## config.mk

```make
export PLATFORM = sky130hd
export DESIGN_NAME = axi_rd_burst_splitter
export DESIGN_NICKNAME = d
export VERILOG_FILES = /design/src/common/axi_rd_pkg.sv /design/src/common/splitter_cfg_pkg.sv /design/src/axi_rd_burst_splitter.sv /design/src/burst_splitter/r_last_gen.sv /design/src/burst_splitter/beat_len_queue.sv /design/src/burst_splitter/ar_splitter.sv
export SDC_FILE = /design/constraint.sdc
export NUM_CORES = 1
export LEC_CHECK = 0
export BUFFER_PORTS_ARGS = -buffer_cell sky130_fd_sc_hd__clkbuf_2
export CAP_MARGIN = 30
export CORE_UTILIZATION = 40
export CTS_CLUSTER_SIZE = 12
export DETAILED_ROUTE_END_ITERATION = 16
export PLACE_DENSITY = 0.73
export SYNTH_ARGS = -nofsm -noshare
export SYNTH_HDL_FRONTEND = slang
export SYNTH_SLANG_ARGS = --single-unit
```

## constraint.sdc

```tcl
create_clock -name clk_i -period 4.03 [get_ports clk_i]
set_clock_uncertainty 0.05 [all_clocks]
set_input_delay 0.6045 -clock clk_i [delete_from_list [all_inputs] [get_ports clk_i]]
set_output_delay 0.6045 -clock clk_i [all_outputs]
set_load 0.005 [all_outputs]
```

## src/common/axi_rd_pkg.sv

```systemverilog
// AXI4 read channel field types, burst encodings and response codes
`default_nettype none

package axi_rd_pkg;

  // ----------------------------------------------------------------------
  // Field widths
  // ----------------------------------------------------------------------
  localparam int ADDR_W = 32;
  localparam int ID_W   = 4;
  localparam int DATA_W = 32;
  localparam int LEN_W  = 8;
  localparam int SIZE_W = 3;
  localparam int RESP_W = 2;

  typedef logic [ADDR_W-1:0] addr_t;
  typedef logic [ID_W-1:0]   id_t;
  typedef logic [DATA_W-1:0] data_t;
  // Number of beats minus one, as carried on AxLEN
  typedef logic [LEN_W-1:0]  len_t;
  // Log2 of the bytes moved per beat
  typedef logic [SIZE_W-1:0] size_t;
  typedef logic [RESP_W-1:0] resp_t;

  // ----------------------------------------------------------------------
  // Encodings
  // ----------------------------------------------------------------------
  typedef enum logic [1:0] {
    BURST_FIXED = 2'b00,
    BURST_INCR  = 2'b01,
    BURST_WRAP  = 2'b10
  } burst_e;

  localparam resp_t RESP_OKAY   = 2'b00;
  localparam resp_t RESP_EXOKAY = 2'b01;
  localparam resp_t RESP_SLVERR = 2'b10;
  localparam resp_t RESP_DECERR = 2'b11;

endpackage

`default_nettype wire
```

## src/common/splitter_cfg_pkg.sv

```systemverilog
// Burst splitter configuration: queue depth, counter widths and FSM states
`default_nettype none

package splitter_cfg_pkg;

  // Bursts that may be waiting for read data at once
  localparam int MAX_RD_TXNS = 4;

  // One bit above AxLEN so a full 256-beat count never wraps
  localparam int BEAT_CNT_W = axi_rd_pkg::LEN_W + 1;

  typedef logic [BEAT_CNT_W-1:0] beat_cnt_t;

  typedef enum logic {
    SPLIT_IDLE,
    SPLIT_BUSY
  } split_state_e;

  typedef enum logic {
    R_PASS,
    R_HOLD
  } rlast_state_e;

endpackage

`default_nettype wire

```

## src/axi_rd_burst_splitter.sv

```systemverilog
// AXI4 read burst splitter top level: single-beat ARs down, rebuilt R last up
`timescale 1ns/10ps
`default_nettype none

module axi_rd_burst_splitter
  import axi_rd_pkg::*;
(
  input  wire logic   clk_i,
  input  wire logic   rst_n_i,
  // Upstream AR
  input  wire addr_t  s_ar_addr_i,
  input  wire id_t    s_ar_id_i,
  input  wire len_t   s_ar_len_i,
  input  wire size_t  s_ar_size_i,
  input  wire burst_e s_ar_burst_i,
  input  wire logic   s_ar_valid_i,
  output logic        s_ar_ready_o,
  // Downstream AR
  output addr_t       m_ar_addr_o,
  output id_t         m_ar_id_o,
  output len_t        m_ar_len_o,
  output size_t       m_ar_size_o,
  output burst_e      m_ar_burst_o,
  output logic        m_ar_valid_o,
  input  wire logic   m_ar_ready_i,
  // Downstream R, without last
  input  wire data_t  m_r_data_i,
  input  wire id_t    m_r_id_i,
  input  wire resp_t  m_r_resp_i,
  input  wire logic   m_r_valid_i,
  output logic        m_r_ready_o,
  // Upstream R
  output data_t       s_r_data_o,
  output id_t         s_r_id_o,
  output resp_t       s_r_resp_o,
  output logic        s_r_last_o,
  output logic        s_r_valid_o,
  input  wire logic   s_r_ready_i
);

  logic q_full;
  logic q_push;
  len_t q_push_len;
  logic q_pop;
  len_t head_len;
  logic head_valid;

  ar_splitter u_ar_splitter (
    .clk_i,
    .rst_n_i,
    .s_ar_addr_i,
    .s_ar_id_i,
    .s_ar_len_i,
    .s_ar_size_i,
    .s_ar_burst_i,
    .s_ar_valid_i,
    .s_ar_ready_o,
    .m_ar_addr_o,
    .m_ar_id_o,
    .m_ar_len_o,
    .m_ar_size_o,
    .m_ar_burst_o,
    .m_ar_valid_o,
    .m_ar_ready_i,
    .q_full_i     (q_full),
    .q_push_o     (q_push),
    .q_push_len_o (q_push_len)
  );

  beat_len_queue u_beat_len_queue (
    .clk_i,
    .rst_n_i,
    .push_i       (q_push),
    .push_len_i   (q_push_len),
    .full_o       (q_full),
    .pop_i        (q_pop),
    .head_len_o   (head_len),
    .head_valid_o (head_valid)
  );

  r_last_gen u_r_last_gen (
    .clk_i,
    .rst_n_i,
    .m_r_data_i,
    .m_r_id_i,
    .m_r_resp_i,
    .m_r_valid_i,
    .m_r_ready_o,
    .s_r_data_o,
    .s_r_id_o,
    .s_r_resp_o,
    .s_r_last_o,
    .s_r_valid_o,
    .s_r_ready_i,
    .head_len_i   (head_len),
    .head_valid_i (head_valid),
    .q_pop_o      (q_pop)
  );

endmodule

`default_nettype wire

```

## src/burst_splitter/r_last_gen.sv

```systemverilog
// R last generator: forwards R beats upstream and rebuilds the last flag
`timescale 1ns/10ps
`default_nettype none

module r_last_gen
  import axi_rd_pkg::*;
  import splitter_cfg_pkg::*;
(
  input  wire logic  clk_i,
  input  wire logic  rst_n_i,
  // Downstream R
  input  wire data_t m_r_data_i,
  input  wire id_t   m_r_id_i,
  input  wire resp_t m_r_resp_i,
  input  wire logic  m_r_valid_i,
  output logic       m_r_ready_o,
  // Upstream R
  output data_t      s_r_data_o,
  output id_t        s_r_id_o,
  output resp_t      s_r_resp_o,
  output logic       s_r_last_o,
  output logic       s_r_valid_o,
  input  wire logic  s_r_ready_i,
  // Length queue
  input  wire len_t  head_len_i,
  input  wire logic  head_valid_i,
  output logic       q_pop_o
);

  rlast_state_e state_q;
  beat_cnt_t    cnt_q;
  logic         last_q;
  logic         fire;

  // Payload goes straight through
  assign s_r_data_o = m_r_data_i;
  assign s_r_id_o   = m_r_id_i;
  assign s_r_resp_o = m_r_resp_i;

  always_comb begin
    if (state_q == R_HOLD) begin
      s_r_valid_o = m_r_valid_i;
      s_r_last_o  = last_q;
    end else begin
      // No length at the head means the beat cannot be classified yet
      s_r_valid_o = m_r_valid_i && head_valid_i;
      s_r_last_o  = (cnt_q == beat_cnt_t'(head_len_i));
    end
  end

  // Downstream is released only together with the upstream handshake
  assign m_r_ready_o = s_r_valid_o && s_r_ready_i;
  assign fire        = m_r_ready_o;
  assign q_pop_o     = fire && s_r_last_o;

  // ----------------------------------------------------------------------
  // Beat counter and hold state
  // ----------------------------------------------------------------------
  always_ff @(posedge clk_i) begin
    if (!rst_n_i) begin
      state_q <= R_PASS;
      cnt_q   <= '0;
      last_q  <= 1'b0;
    end else begin
      if (fire) begin
        cnt_q   <= s_r_last_o ? '0 : cnt_q + 1'b1;
        state_q <= R_PASS;
      end else if (s_r_valid_o) begin
        // Upstream stalls, freeze the flag with the beat
        state_q <= R_HOLD;
        last_q  <= s_r_last_o;
      end
    end
  end

endmodule

`default_nettype wire

```

## src/burst_splitter/beat_len_queue.sv

```systemverilog
// Burst length queue: in-order FIFO of lengths for bursts awaiting R data
`timescale 1ns/10ps
`default_nettype none

module beat_len_queue
  import axi_rd_pkg::*;
  import splitter_cfg_pkg::*;
#(
  parameter int DEPTH = MAX_RD_TXNS
) (
  input  wire logic clk_i,
  input  wire logic rst_n_i,
  input  wire logic push_i,
  input  wire len_t push_len_i,
  output logic      full_o,
  input  wire logic pop_i,
  output len_t      head_len_o,
  output logic      head_valid_o
);

  localparam int PTR_W = (DEPTH > 1) ? $clog2(DEPTH) : 1;
  localparam int CNT_W = $clog2(DEPTH + 1);

  len_t             mem [DEPTH];
  logic [PTR_W-1:0] wr_ptr_q;
  logic [PTR_W-1:0] rd_ptr_q;
  logic [CNT_W-1:0] count_q;
  logic             do_push;
  logic             do_pop;

  // Pointer step with wrap at DEPTH, so any depth works
  function automatic logic [PTR_W-1:0] ptr_inc(logic [PTR_W-1:0] ptr);
    ptr_inc = (ptr == PTR_W'(DEPTH - 1)) ? '0 : ptr + 1'b1;
  endfunction

  assign full_o       = (count_q == CNT_W'(DEPTH));
  assign head_valid_o = (count_q != '0);
  assign head_len_o   = mem[rd_ptr_q];

  // Guard against overflow and underflow
  assign do_push = push_i && !full_o;
  assign do_pop  = pop_i && head_valid_o;

  // ----------------------------------------------------------------------
  // Pointers and occupancy
  // ----------------------------------------------------------------------
  always_ff @(posedge clk_i) begin
    if (!rst_n_i) begin
      wr_ptr_q <= '0;
      rd_ptr_q <= '0;
      count_q  <= '0;
    end else begin
      if (do_push) begin
        wr_ptr_q <= ptr_inc(wr_ptr_q);
      end
      if (do_pop) begin
        rd_ptr_q <= ptr_inc(rd_ptr_q);
      end
      case ({do_push, do_pop})
        2'b10:   count_q <= count_q + 1'b1;
        2'b01:   count_q <= count_q - 1'b1;
        default: count_q <= count_q;
      endcase
    end
  end

  // Storage
  always_ff @(posedge clk_i) begin
    if (do_push) begin
      mem[wr_ptr_q] <= push_len_i;
    end
  end

endmodule

`default_nettype wire

```

## src/burst_splitter/ar_splitter.sv

```systemverilog
// AR splitter: turns each upstream read burst into a run of single-beat ARs
`timescale 1ns/10ps
`default_nettype none

module ar_splitter
  import axi_rd_pkg::*;
  import splitter_cfg_pkg::*;
(
  input  wire logic   clk_i,
  input  wire logic   rst_n_i,
  // Upstream AR
  input  wire addr_t  s_ar_addr_i,
  input  wire id_t    s_ar_id_i,
  input  wire len_t   s_ar_len_i,
  input  wire size_t  s_ar_size_i,
  input  wire burst_e s_ar_burst_i,
  input  wire logic   s_ar_valid_i,
  output logic        s_ar_ready_o,
  // Downstream AR
  output addr_t       m_ar_addr_o,
  output id_t         m_ar_id_o,
  output len_t        m_ar_len_o,
  output size_t       m_ar_size_o,
  output burst_e      m_ar_burst_o,
  output logic        m_ar_valid_o,
  input  wire logic   m_ar_ready_i,
  // Length queue
  input  wire logic   q_full_i,
  output logic        q_push_o,
  output len_t        q_push_len_o
);

  split_state_e state_q;
  logic         rdy_en_q;
  logic         can_take;

  // Stored burst, rem_q counts the beats still to send minus one
  addr_t  addr_q;
  id_t    id_q;
  size_t  size_q;
  burst_e burst_q;
  len_t   rem_q;

  function automatic addr_t next_addr(addr_t addr, size_t size, burst_e burst);
    next_addr = (burst == BURST_INCR) ? addr + (addr_t'(1) << size) : addr;
  endfunction

  // Idle with room for one more length in the queue
  assign can_take = rdy_en_q && (state_q == SPLIT_IDLE) && !q_full_i;

  // ----------------------------------------------------------------------
  // Downstream request and upstream acceptance
  // ----------------------------------------------------------------------
  always_comb begin
    if (state_q == SPLIT_BUSY) begin
      m_ar_addr_o  = addr_q;
      m_ar_id_o    = id_q;
      m_ar_size_o  = size_q;
      m_ar_burst_o = burst_q;
      m_ar_valid_o = 1'b1;
      s_ar_ready_o = 1'b0;
    end else begin
      m_ar_addr_o  = s_ar_addr_i;
      m_ar_id_o    = s_ar_id_i;
      m_ar_size_o  = s_ar_size_i;
      m_ar_burst_o = s_ar_burst_i;
      m_ar_valid_o = s_ar_valid_i && can_take;
      // A single beat goes straight through, so it waits for downstream
      s_ar_ready_o = can_take && ((s_ar_len_i != '0) || m_ar_ready_i);
    end
  end

  assign m_ar_len_o   = '0;
  assign q_push_o     = s_ar_valid_i && s_ar_ready_o;
  assign q_push_len_o = s_ar_len_i;

  // ----------------------------------------------------------------------
  // Control state
  // ----------------------------------------------------------------------
  always_ff @(posedge clk_i) begin
    if (!rst_n_i) begin
      state_q  <= SPLIT_IDLE;
      rdy_en_q <= 1'b0;
    end else begin
      rdy_en_q <= 1'b1;
      case (state_q)
        SPLIT_IDLE: begin
          if (q_push_o && (s_ar_len_i != '0)) begin
            state_q <= SPLIT_BUSY;
          end
        end
        SPLIT_BUSY: begin
          if (m_ar_ready_i && (rem_q == '0)) begin
            state_q <= SPLIT_IDLE;
          end
        end
        default: state_q <= SPLIT_IDLE;
      endcase
    end
  end

  // Burst payload
  always_ff @(posedge clk_i) begin
    if (state_q == SPLIT_IDLE) begin
      if (q_push_o) begin
        id_q    <= s_ar_id_i;
        size_q  <= s_ar_size_i;
        burst_q <= s_ar_burst_i;
        if (m_ar_ready_i) begin
          addr_q <= next_addr(s_ar_addr_i, s_ar_size_i, s_ar_burst_i);
          rem_q  <= s_ar_len_i - len_t'(1);
        end else begin
          addr_q <= s_ar_addr_i;
          rem_q  <= s_ar_len_i;
        end
      end
    end else if (m_ar_ready_i) begin
      addr_q <= next_addr(addr_q, size_q, burst_q);
      rem_q  <= rem_q - len_t'(1);
    end
  end

endmodule

`default_nettype wire

```

# After elaboration in Yosys (flattened, before gate mapping)
# Memory sizes are Yosys's and may differ from the RTL's. A register that Yosys moved wholly into a read port is not among the register bits.
# Index checks and enable logic that the tools add are counted.
[word_totals]
register_bits = 69
latchBits = 0
ramBits = 32
mem_bits_ro = 0
inputBits = 93
wordCells = 92
n_memories = 1
[mem_list]
columns = ["memory", "depth", "width", "rd", "rd_clocked_by_memory_dff", "wr", "line", "source"]
rows = [
  ["u_beat_len_queue.mem", 4, 8, 1, 1, 1, "beat_len_queue.sv:24", "len_t mem [DEPTH];"],
]
[classes]
addsub = 9
n_mul = 0
n_div = 0
order_cmp = 0
n_eq_ne = 10
n_shift = 2
mux = 30
bitwise_logic = 3
reduce_logical = 24
[op_table]
columns = ["op", "count"]
rows = [
  ["2-to-1 mux 32 bit", 7],
  ["adder 32 bit", 2],
  ["<< shifter 1 x 3 -> 32 bit (first input constant)", 2],
  ["2-to-1 mux 8 bit", 4],
  ["subtractor 8 x 1 -> 8 bit (second input constant)", 2],
  ["logical AND 1 bit", 12],
  ["2-to-1 mux 2 bit", 5],
  ["adder 9 x 1 -> 9 bit (second input constant)", 1],
  ["== test 9 x 8 -> 1 bit", 1],
  ["2-to-1 mux 1 bit", 9],
  ["2-to-1 mux 9 bit", 1],
  ["zero test 8 bit", 1],
  ["nonzero test 8 bit", 1],
  ["== test 2 x 1 -> 1 bit (second input constant)", 3],
  ["== test 2 bit (second input constant)", 3],
  ["case mux 3 bit (2 select lines)", 1],
  ["AND reduction 2 bit", 3],
  ["adder 2 x 1 -> 2 bit (second input constant)", 2],
  ["2-to-1 mux 4 bit", 1],
  ["!= test 2 bit (second input constant)", 2],
  ["nonzero test 2 bit", 2],
  ["adder 3 x 1 -> 3 bit (second input constant)", 1],
  ["== test 3 bit (second input constant)", 1],
  ["2-to-1 mux 3 bit", 1],
  ["8 further kinds", 10],
]

# Depth between registers and ports, before layout
# Gate-level depths: netlist (run 1).
[logic_depth]
depth_word = 9
depth_mapped = 16
ltp_nobuf = 13

# Hierarchy
# A second synthesis (run 1) with hierarchy kept.
[hier_totals]
hier_cells = 728
hier_area_um2 = 7408.4
[by_module_without_submodules]
columns = ["mod", "n_inst", "cells_each", "area_per_inst_um2"]
rows = [
  ["ar_splitter", 1, 511, 4782.1],
  ["beat_len_queue", 1, 98, 1645.3],
  ["r_last_gen", 1, 119, 980.9],
]

# Worst setup path after synthesis (run 1)
# OpenSTA, ideal clock, no wires.
[synth_path]
kind = "input to register"
from = "in s_ar_len_i[0]"
to = "reg u_ar_splitter.addr_q[0] (enable)"
setup_time_ps = 432
arrival_time_ps = 3193
required_time_ps = 3548
slack_ps = 355
cell_stages = 7
n_path_buf = 1
path_cell_list = "inv_1 ha_1 nand3_1 o21a_1 clkbuf_1 nor2_1 a21oi_1"
[synth_between]
elab_chain_cells = 7
[synth_lines]
columns = ["item", "line", "source"]
rows = [
  ["start, declared", "axi_rd_burst_splitter.sv:13", "input wire len_t s_ar_len_i,"],
  ["nonzero test 8 bit", "ar_splitter.sv:69", "s_ar_ready_o = can_take && ((s_ar_len_i != '0) || m_ar_ready_i);"],
  ["logical OR 1 bit", "ar_splitter.sv:69", ""],
  ["logical AND 1 bit", "ar_splitter.sv:69", ""],
  ["2-to-1 mux 1 bit", "ar_splitter.sv:55", "if (state_q == SPLIT_BUSY) begin"],
  ["logical AND 1 bit", "ar_splitter.sv:74", "assign q_push_o = s_ar_valid_i && s_ar_ready_o;"],
  ["nonzero test 2 bit (no source line)", "-", ""],
  ["AND reduction 3 bit (no source line)", "-", ""],
  ["end signal, assigned", "ar_splitter.sv:110", "addr_q <= next_addr(s_ar_addr_i, s_ar_size_i, s_ar_burst_i);"],
  ["end signal, assigned", "ar_splitter.sv:113", "addr_q <= s_ar_addr_i;"],
  ["end signal, assigned", "ar_splitter.sv:118", "addr_q <= next_addr(addr_q, size_q, burst_q);"],
  ["end, declared", "ar_splitter.sv:38", "addr_t addr_q;"],
]
# Every way passes these cells.
# A chain may end at the register's enable or synchronous reset.

==> impl_metrics.csv, run 1 <==
group,metric,value,unit
run_status,status,"finished, final reports clean",
global_route,antenna_found_initial,0,
floorplan,dieArea,0.0186,mm²
finish,layout-drive-gt1-share,0.226,
floorplan,die_y,136,µm
yosys,ys_ff_latch,103,
setup_path,crit_buf_inv,3,
setup_path,critPathTopFamily,"compound AO/OA/AOI/OAI gates",
global_route,grt_pass1_vias,4806,
sta,worstMarginPinSlew,0.678,ns
finish,post_layout_nonfiller_instances,992,
yosys,ys_seq_area_frac,0.398,
placed_design,dp.cells,976,
sta,slew_violations,0,
cts,cts_max_level,3,
routing,post-route-drc-count,0,
floorplan,fp-row-count,48,
setup_path,required,4.26,ns
sta,rsz0062_at_grt,"false",
yosys,synthArstFlopShare,0,
cts,cts_buffers,9,
setup_path,rr_endpoint,"u_beat_len_queue.count_q[2]",
power_and_ir_drop,p_leak,3.00,nW
setup_path,cp-endpoint,"u_beat_len_queue.count_q[2]",
yosys,ys_types,52,
sta,hold_viol,0,
setup_path,crit_type,"reg -> reg",
power_and_ir_drop,total_power,0.00249,W
placed_design,detailedPlacementHpwl,10.9,mm
global_route,track_usage,0.161,
routing,vias,5230,
routing,detail_route.first_pass.iterations,4,
setup_path,crit_arrival,3.94,ns
setup_path,worst_path_largest_cell_delay,0.48,ns
setup_path,reg2reg_slack,0.32,ns
yosys,synth-edff-count,81,
yosys,synth_area_leaders,"edfxtp_1 (34%), mux2_2 (6.9%), dfxtp_1 (6.1%), mux2i_1 (5.5%), xnor2_1 (5.3%)",
global_route,grt_pass1_wl,23.4,mm
yosys,yosysWarnings,0,
yosys,syn_area,0.00722,mm²
global_route,grt.overflow.total,0,
setup_path,cp-end-kind,"flop",
global_route,busiest_layer,"met2",
routing,avgViaCountPerCell,5.27,
cts,cts_sinks,103,
finish,post-route-cell-area,0.00794,mm²
routing,ant_nets,0,
power_and_ir_drop,max-vdd-ir-drop,0.000206,V
cts,clkLatencyLatePin,0.35,ns
cts,ctsLongestPathBuffers,2,
placed_design,dpl_cell_area,0.00765,mm²
yosys,synth.avg_cell_area,10.1,µm²
yosys,synth_ff_type,"edfxtp_1",
finish,final_core_util,0.454,
setup_path,start_kind,"flop",
floorplan,die_x,136,µm
cts,clock-root-buffer,"clkbuf_16",
setup_path,reg2reg_depth,14,
placed_design,routabilityCongestion,0.815,
power_and_ir_drop,power_density,314,mW/mm²
cts,path_clk_slew,0.07,ns
sta,totalNegativeSetupSlack,0,ns
placed_design,port-buffer-count,100,
cts,post_cts_buffers,0,
finish,fillers,1643,
global_route,grt_max_degree,59,
routing,wire_per_inst,14.5,µm
sta,report.final.setup_viol,0,
cts,cts_tree,"built",
finish,syn_to_final_growth,9.94,%
global_route,met3_usage,0.0418,
yosys,yosys.area.top_type_share,0.337,
sta,fmax,269,MHz
setup_path,cp_cell_sequence,"buf_4, mux2i_1, mux2_2, o221ai_1, o211ai_1, o31a_1, inv_2, and3_1, ha_1, inv_1, fa_1, xor2_1, or3_1, a21boi_0",
sta,period_share,0.921,
routing,drt_wl_total,14.4,mm
setup_path,crit_slowest_cell,"dfxtp_1",
floorplan,ios,185,
setup_path,crit_fanout,11,
min_path,hp-class,"in -> reg",
global_route,met2_usage,0.259,
floorplan,coreArea,0.0175,mm²
finish,nets,884,
yosys,synth.most_common_cell,"edfxtp_1",
sta,finalCriticalPeriod,3.71,ns
flow_run,cap_violations,0,
floorplan,start_util,0.413,
yosys,yosys.area.top_type,"edfxtp_1",
sta,relSlewSlack,0.548,
yosys,synthTopCellsByCount,"edfxtp_1 (81), nand2_1 (50), buf_4 (47)",
finish,antenna_cells,0,
routing,first_iter_violations,188,
setup_path,cp.depth,14,
yosys,syn_inst,712,
global_route,grtUsageMet1,0.215,
## metrics by stage
step | hold WS [ns] | worst slack, ns
3_3_place_gp | 0.440 | 0.303
2_1_floorplan | 0.404 | 0.355
4_1_cts | 0.381 | 0.176
6_report | 0.398 | 0.318
3_5_place_dp | 0.429 | 0.204
5_1_grt | 0.382 | 0.108
## how the worst min path moves through the flow
| stage | startpoint | endpoint | depth (start not counted) |
|---|---|---|---|
| floorplan | u_beat_len_queue.rd_ptr_q[1] | flop | 2 |
| detailed placement | u_beat_len_queue.rd_ptr_q[1] | u_beat_len_queue.rd_ptr_q[1] | 2 |
| global route | s_ar_id_i[2] | u_ar_splitter.id_q[2] | 1 |
| finish | s_ar_id_i[2] | u_ar_splitter.id_q[2] | 1 |
| CTS | s_ar_id_i[2] | u_ar_splitter.id_q[2] | 1 |
| global placement | u_beat_len_queue.rd_ptr_q[1] | u_beat_len_queue.rd_ptr_q[1] | 2 |
## worst reg2reg max path: stages (launching register included)
cell      delay [ns]
dfxtp_1         0.48
buf_4           0.28
mux2i_1         0.24
mux2_2          0.36
o221ai_1        0.18
o211ai_1        0.14
o31a_1          0.33
inv_2           0.09
and3_1          0.25
ha_1            0.21
inv_1           0.06
fa_1            0.37
xor2_1          0.16
or3_1           0.30
a21boi_0        0.15
## per-layer routing
metal	vias to the layer above	share of wire
met5	-	0
li1	2611	-
met2	104	0.47
met1	2507	0.48
met4	0	0.0071
met3	8	0.042
## power breakdown
group / internal (W) / switching (W) / total, W
combinational: 0.000191 / 0.000216 / 0.000407
clock: 0.000454 / 0.000381 / 0.000836
sequential: 0.00121 / 0.0000412 / 0.00125
total: 0.00185 / 0.000639 / 0.00249
## cell usage in the layout, fill, tap and decap left out, drive strengths merged, types with 5 or more instances in the layout
| cell | n |
|---|---|
| ha | 26 |
| mux2 | 44 |
| nand4 | 14 |
| o21a | 8 |
| edfxtp | 81 |
| mux2i | 40 |
| and4 | 6 |
| nor3b | 10 |
| nor2 | 39 |
| buf | 8 |
| nor2b | 8 |
| a21o | 6 |
| and3 | 16 |
| a21boi | 5 |
| or3 | 5 |
| conb | 8 |
| xor2 | 43 |
| xnor2 | 44 |
| nor3 | 11 |
| clkbuf | 112 |
| nor4 | 9 |
| dfxtp | 22 |
| nand2 | 50 |
| nand3 | 19 |
| and2 | 10 |
| inv | 29 |
| o21ai | 19 |
| a21oi | 26 |
## layout make-up
type	instances	area, µm²	share of cell area
multi-input cells	511	3810	0.480
flip-flops and latches	103	2880	0.362
repair buffers	108	573	0.0722
well taps	225	282	0.0355
clock buffers	12	256	0.0323
inverters	29	109	0.0137
clock inverters	4	30.0	0.00378
## registers in the layout, summed over array words and instances (netlist names), 2 cells and up, named ones only
name	count
u_ar_splitter.addr_q	32
u_beat_len_queue.mem	32
u_r_last_gen.cnt_q	9
u_ar_splitter.rem_q	8
u_ar_splitter.id_q	4
u_ar_splitter.size_q	3
u_beat_len_queue.count_q	3
u_ar_splitter.burst_q	2
u_beat_len_queue.rd_ptr_q	2
u_beat_len_queue.wr_ptr_q	2
## cell families after synthesis
| family | count (synthesis) | synth area share |
|---|---|---|
| and+or+nand+nor | 215 | 0.158 |
| adders and majority gates | 29 | 0.0534 |
| muxes | 86 | 0.130 |
| other | 1 | 0.000519 |
| buffers and inverters | 105 | 0.0795 |
| DFF | 103 | 0.398 |
| xor gates and xnor gates | 87 | 0.106 |
| AOI/OAI and AO/OA | 86 | 0.0750 |
## what timing repair did
action / 4_1_cts / 5_1_grt
hold buffers: 0 / 0
resized for setup: 0 / 1
endpoints found under the setup margin: 0 / 1
Power figures use the tool's default switching activity.
==> inputs of run 2 (changes only) <==
--- a/config.mk
+++ b/config.mk
@@ -11,6 +11,7 @@
 export CTS_CLUSTER_SIZE = 12
 export DETAILED_ROUTE_END_ITERATION = 16
 export PLACE_DENSITY = 0.73
+export REMOVE_ABC_BUFFERS = 1
 export SYNTH_ARGS = -nofsm -noshare
 export SYNTH_HDL_FRONTEND = slang
 export SYNTH_SLANG_ARGS = --single-unit
==> run 2 against run 1 <==
Effect of this change:
- sequential share of layout area hardly changed
- count of clock-buffer cells in the layout fell by 3
- power increased by 1.2%
- highest routed layer is now met5
==> impl_metrics.csv, run 2 (same netlist as run 1, synthesis figures left out) <==
group,metric,value,unit
setup_path,path_common_cell,"xor2_1",
setup_path,required,4.25,ns
cts,ctsLongestPathBuffers,2,
routing,post-route-drc-count,0,
cts,cts_max_level,3,
floorplan,die_x,136,µm
routing,ant_nets,0,
flow_run,cap_violations,0,
power_and_ir_drop,p_int,0.00183,W
min_path,min_to,"u_ar_splitter.id_q[2]",
sta,whs,0.384,ns
power_and_ir_drop,max-vdd-ir-drop,0.000202,V
sta,slew_violations,0,
routing,wire_per_inst,17.1,µm
power_and_ir_drop,seqPwrFrac,0.499,
finish,syn_to_final_growth,9.82,%
cts,cts_buffers,9,
setup_path,crit_arrival,3.94,ns
sta,fmax,269,MHz
sta,relSlewSlack,0.530,
finish,layout-drive-gt1-share,0.224,
min_path,hp-start,"s_ar_id_i[2]",
floorplan,die_y,136,µm
setup_path,crit_buf_inv,2,
setup_path,rr_endpoint,"u_beat_len_queue.count_q[2]",
finish,nets,882,
global_route,grt_pass1_wl,26.4,mm
routing,drt_wl_total,16.9,mm
setup_path,cp_cell_sequence,"mux4_2, xor2_1, or4_1, o31a_1, inv_2, and3_1, ha_1, inv_1, fa_1, xor2_1, or3_1, a21boi_0",
setup_path,start_kind,"flop",
finish,final_core_util,0.454,
cts,clock-root-buffer,"clkbuf_16",
sta,totalNegativeSetupSlack,0,ns
finish,final_common_cell,"clkbuf_2",
power_and_ir_drop,power_frac_comb,0.159,
routing,vias,5305,
cts,path_clk_slew,0.08,ns
global_route,grt_max_degree,53,
floorplan,coreArea,0.0175,mm²
setup_path,reg2reg_slack,0.31,ns
setup_path,crit_type,"reg -> reg",
setup_path,critPathTopFamily,"simple AND/OR/NAND/NOR gates",
routing,first_iter_violations,179,
finish,mostFrequentLayoutCells,"clkbuf_2 (100), edfxtp_1 (81), nand2_1 (50)",
sta,rsz0062_at_grt,"false",
sta,layout_setup_ws,0.315,ns
finish,antenna_cells,0,
sta,worstMarginPinSlew,0.702,ns
power_and_ir_drop,swShare,0.274,
setup_path,reg2reg_depth,12,
sta,hold_viol,0,
floorplan,dieArea,0.0186,mm²
cts,holdBufCountCts,0,
cts,clkLatencyLatePin,0.36,ns
finish,post_layout_nonfiller_instances,990,
setup_path,cp-end-kind,"flop",
sta,report.final.setup_viol,0,
setup_path,crit_slowest_cell,"mux4_2",
cts,cts_sinks,103,
min_path,hp-class,"in -> reg",
cts,cts_tree,"built",
setup_path,crit_fanout,12,
placed_design,pre_cts_ws,0.173,ns
cts,post_cts_buffers,0,
finish,fillers,1648,
placed_design,routabilityCongestion,0.822,
floorplan,start_util,0.413,
routing,avgViaCountPerCell,5.36,
floorplan,fp-row-count,48,
global_route,grt.overflow.total,0,
power_and_ir_drop,clkPwrFrac,0.342,
setup_path,worst_path_largest_cell_delay,0.54,ns
run_status,status,"finished, final reports clean",
global_route,track_usage,0.188,
routing,detail_route.first_pass.iterations,5,
power_and_ir_drop,power_density,318,mW/mm²
sta,period_share,0.922,
power_and_ir_drop,p_leak,3.00,nW
sta,finalCriticalPeriod,3.72,ns
finish,top_regs,"u_ar_splitter.addr_q: 32 flops, u_beat_len_queue.mem: 32 flops, u_r_last_gen.cnt_q: 9 flops",
power_and_ir_drop,p_switching,0.000692,W
placed_design,port-buffer-count,100,
global_route,grt_pass1_vias,4913,
global_route,antenna_found_initial,0,
min_path,holdPathStages,1,
placed_design,dp.cells,974,
floorplan,ios,185,
placed_design,detailedPlacementHpwl,12.8,mm
==> run 2: cell types whose count changed in the layout (fill, tap and decap cells not counted) <==
cell | previous run | this run
buf_16 | 0 | 1
buf_4 | 7 | 5
clkbuf_1 | 1 | 0
buf_12 | 1 | 0
clkinv_4 | 2 | 0
clkbuf_8 | 2 | 0
inv_6 | 0 | 3
clkinv_1 | 0 | 1
clkinv_2 | 1 | 0
inv_8 | 0 | 2
==> run 2: area by class of cell <==
| type | count | area [µm²] | area share |
|---|---|---|---|
| flip-flops and latches | 103 | 2880 | 0.363 |
| multi-input cells | 511 | 3810 | 0.481 |
| inverters | 29 | 109 | 0.0137 |
| well taps | 225 | 282 | 0.0355 |
| clock inverters | 7 | 60.1 | 0.00757 |
| repair buffers | 106 | 566 | 0.0713 |
| clock buffers | 9 | 225 | 0.0284 |
==> run 2: repair_timing <==
action / in CTS / in global routing
resized for setup: 0 / 1
endpoints found under the setup margin: 0 / 1
hold endpoints to repair: 0 / 0
==> run 2: worst max-delay path by stage <==
| stage | to | cells past startpoint |
|---|---|---|
| 2_1_floorplan | u_ar_splitter.addr_q[0] | 5 |
| 3_5_place_dp | u_beat_len_queue.count_q[2] | 12 |
| 3_3_place_gp | u_beat_len_queue.count_q[2] | 12 |
| 6_report | u_beat_len_queue.count_q[2] | 12 |
| 5_1_grt | u_beat_len_queue.count_q[2] | 12 |
| 4_1_cts | u_beat_len_queue.count_q[2] | 12 |
==> run 2: power by group through the flow <==
stage	logic, W	registers (W)	clock network (W)
after detailed placement	0.000402	0.00128	0
after floorplan	0.000249	0.00127	0
after CTS	0.000404	0.00126	0.000885
final	0.000401	0.00126	0.000863
after global routing	0.000446	0.00126	0.000919
after global placement	0.000389	0.00128	0
==> run 2: per-layer routing <==
metal  share of wire  global-route usage  vias to the layer above
li1                -                   -                     2596
met2            0.43               0.282                      167
met3           0.088              0.0817                       17
met5          0.0034              0.0361                        -
met1            0.46               0.241                     2523
met4           0.011              0.0500                        2
==> run 2: per-stage QoR <==
step	total power, W	instance area (µm²)
after CTS	0.00255	7930
after global routing	0.00263	7930
after global placement	0.00167	7620
after detailed placement	0.00168	7640
after floorplan	0.00152	6780
final	0.00252	7930
==> run 2: worst reg2reg max path: cells and delay by family, from the launching register on <==
| kind | cells | cell delay [ns] |
|---|---|---|
| buffers and inverters | 2 | 0.15 |
| adder cells (fa/ha/maj) | 2 | 0.58 |
| XOR/XNOR | 2 | 0.31 |
| AO/OA/AOI/OAI | 2 | 0.55 |
| AND/OR/NAND/NOR | 3 | 1.01 |
| multiplexers | 1 | 0.54 |
| flip-flops | 1 | 0.45 |
==> inputs of run 3 (changes only) <==
--- a/config.mk
+++ b/config.mk
@@ -7,6 +7,7 @@
 export LEC_CHECK = 0
 export BUFFER_PORTS_ARGS = -buffer_cell sky130_fd_sc_hd__clkbuf_2
 export CAP_MARGIN = 30
+export CORE_MARGIN = 1.5
 export CORE_UTILIZATION = 40
 export CTS_CLUSTER_SIZE = 12
 export DETAILED_ROUTE_END_ITERATION = 16
==> run 3 against run 2 <==
Effect of this change:
- first-iteration DRC count increased by 31%
- count of clock-buffer cells in the layout unchanged
- critical path depth unchanged
- largest power group unchanged
==> impl_metrics.csv, run 3 (same netlist as run 1, synthesis figures left out) <==
group,metric,value,unit
global_route,antenna_found_initial,0,
cts,post_cts_buffers,0,
global_route,grt_max_degree,58,
routing,wire_per_inst,17.2,µm
min_path,hp-class,"in -> reg",
sta,period_share,0.908,
sta,totalNegativeSetupSlack,0,ns
routing,post-route-drc-count,0,
sta,report.final.setup_viol,0,
finish,nets,883,
run_status,status,"finished, final reports clean",
routing,ant_nets,0,
cts,path_clk_slew,0.08,ns
cts,cts_max_level,3,
placed_design,routabilityCongestion,0.803,
sta,rsz0062_at_grt,"false",
setup_path,crit_buf_inv,2,
sta,fmax,273,MHz
global_route,busiest_layer,"met2",
flow_run,cap_violations,0,
finish,post_layout_nonfiller_instances,991,
cts,holdBufCountCts,0,
setup_path,path_common_cell,"xor2_1",
routing,first_iter_violations,234,
floorplan,dieArea,0.0189,mm²
cts,clkLatencyLatePin,0.36,ns
floorplan,die_x,137,µm
finish,top_regs,"u_ar_splitter.addr_q: 32 flops, u_beat_len_queue.mem: 32 flops, u_r_last_gen.cnt_q: 9 flops",
power_and_ir_drop,max-vdd-ir-drop,0.000287,V
sta,hold_viol,0,
floorplan,fp-row-count,48,
global_route,grt_pass1_vias,4939,
routing,drt_wl_total,17.0,mm
power_and_ir_drop,power_density,321,mW/mm²
floorplan,ios,185,
cts,ctsLongestPathBuffers,2,
finish,final_common_cell,"clkbuf_2",
finish,antenna_cells,0,
routing,vias,5289,
setup_path,cp-end-kind,"flop",
routing,detail_route.first_pass.iterations,4,
setup_path,crit_slowest_cell,"mux4_2",
finish,layout-drive-gt1-share,0.226,
finish,mostFrequentLayoutCells,"clkbuf_2 (100), edfxtp_1 (81), nand2_1 (50)",
setup_path,crit_type,"reg -> reg",
placed_design,detailedPlacementHpwl,12.9,mm
setup_path,required,4.26,ns
sta,relSlewSlack,0.485,
setup_path,worst_path_largest_cell_delay,0.55,ns
placed_design,dp.cells,975,
power_and_ir_drop,p_leak,3.02,nW
floorplan,coreArea,0.0175,mm²
power_and_ir_drop,total_power,0.00256,W
floorplan,die_y,137,µm
finish,syn_to_final_growth,10.3,%
setup_path,crit_fanout,12,
global_route,met3_usage,0.0765,
sta,worstMarginPinSlew,0.769,ns
global_route,grtUsageMet1,0.246,
floorplan,start_util,0.413,
setup_path,cp_cell_sequence,"mux4_2, xor2_1, or4_1, o31a_1, inv_2, and3_1, ha_1, inv_1, fa_1, xor2_1, or3_1, a21boi_0",
cts,cts_tree,"built",
cts,ctsResizeCount,0,
placed_design,port-buffer-count,100,
finish,fillers,1643,
sta,whs,0.385,ns
cts,cts_buffers,9,
global_route,met2_usage,0.281,
cts,cts_sinks,103,
setup_path,start_kind,"flop",
sta,slew_violations,0,
setup_path,crit_arrival,3.89,ns
global_route,grt.overflow.total,0,
setup_path,critPathTopFamily,"simple AND/OR/NAND/NOR gates",
routing,avgViaCountPerCell,5.34,
sta,finalCriticalPeriod,3.66,ns
global_route,track_usage,0.187,
global_route,grt_pass1_wl,26.7,mm
cts,clock-root-buffer,"clkbuf_16",
[run 3: changes by cell type in the layout (fill, tap and decap cells not counted)]
| cell | before | now |
|---|---|---|
| buf_4 | 5 | 6 |
| clkinv_1 | 1 | 0 |
| clkinv_4 | 0 | 1 |
| clkinv_8 | 0 | 2 |
| clkinvlp_4 | 1 | 0 |
| inv_6 | 3 | 1 |
| inv_8 | 2 | 3 |
[run 3: cell type report]
cell class	count	area, µm²	area share
clock buffers	9	225	0.0283
clock inverters	7	83.8	0.0105
inverters	29	109	0.0137
multi-input cells	511	3810	0.479
flip-flops and latches	103	2880	0.361
well taps	225	282	0.0354
repair buffers	107	573	0.0720
[run 3: where the power goes]
part | internal [W] | total, W | switching (W) | leakage [nW]
Clock | 0.000447 | 0.000900 | 0.000453 | 0.151
Combinational | 0.000190 | 0.000402 | 0.000212 | 1.94
Sequential | 0.00121 | 0.00126 | 0.0000509 | 0.928
[run 3: worst register-to-register path, delay by kind of cell, from the launching register on]
| family | cells | cell delay (ns) |
|---|---|---|
| adder cells (fa/ha/maj) | 2 | 0.57 |
| AND/OR/NAND/NOR | 3 | 1.00 |
| XOR/XNOR | 2 | 0.31 |
| AO/OA/AOI/OAI | 2 | 0.52 |
| multiplexers | 1 | 0.55 |
| flip-flops | 1 | 0.47 |
| buffers and inverters | 2 | 0.14 |
[run 3: stage by stage]
| stage | worst slack (ns) | utilization | instance area [µm²] |
|---|---|---|---|
| 2_1_floorplan | -0.628 | - | 6780 |
| 3_3_place_gp | 0.308 | 0.436 | 7620 |
| 3_5_place_dp | 0.227 | 0.438 | 7650 |
| 4_1_cts | 0.199 | 0.456 | 7960 |
| 5_1_grt | 0.153 | 0.456 | 7960 |
| 6_report | 0.369 | 0.456 | 7960 |
[run 3: final timing paths]
path	from	endpoint	slack, ns	cells past startpoint
max	flop	u_beat_len_queue.count_q[2]	0.37	12
min	s_ar_id_i[2]	u_ar_splitter.id_q[2]	0.38	1
max reg2reg	flop	u_beat_len_queue.count_q[2]	0.37	12
min reg2reg	u_beat_len_queue.rd_ptr_q[1]	flop	0.46	2
[run 3: metal layers]
| metal | part of all wire | vias up |
|---|---|---|
| met3 | 0.078 | 20 |
| met5 | 0.0029 | - |
| met4 | 0.014 | 2 |
| li1 | - | 2597 |
| met2 | 0.43 | 153 |
| met1 | 0.47 | 2517 |
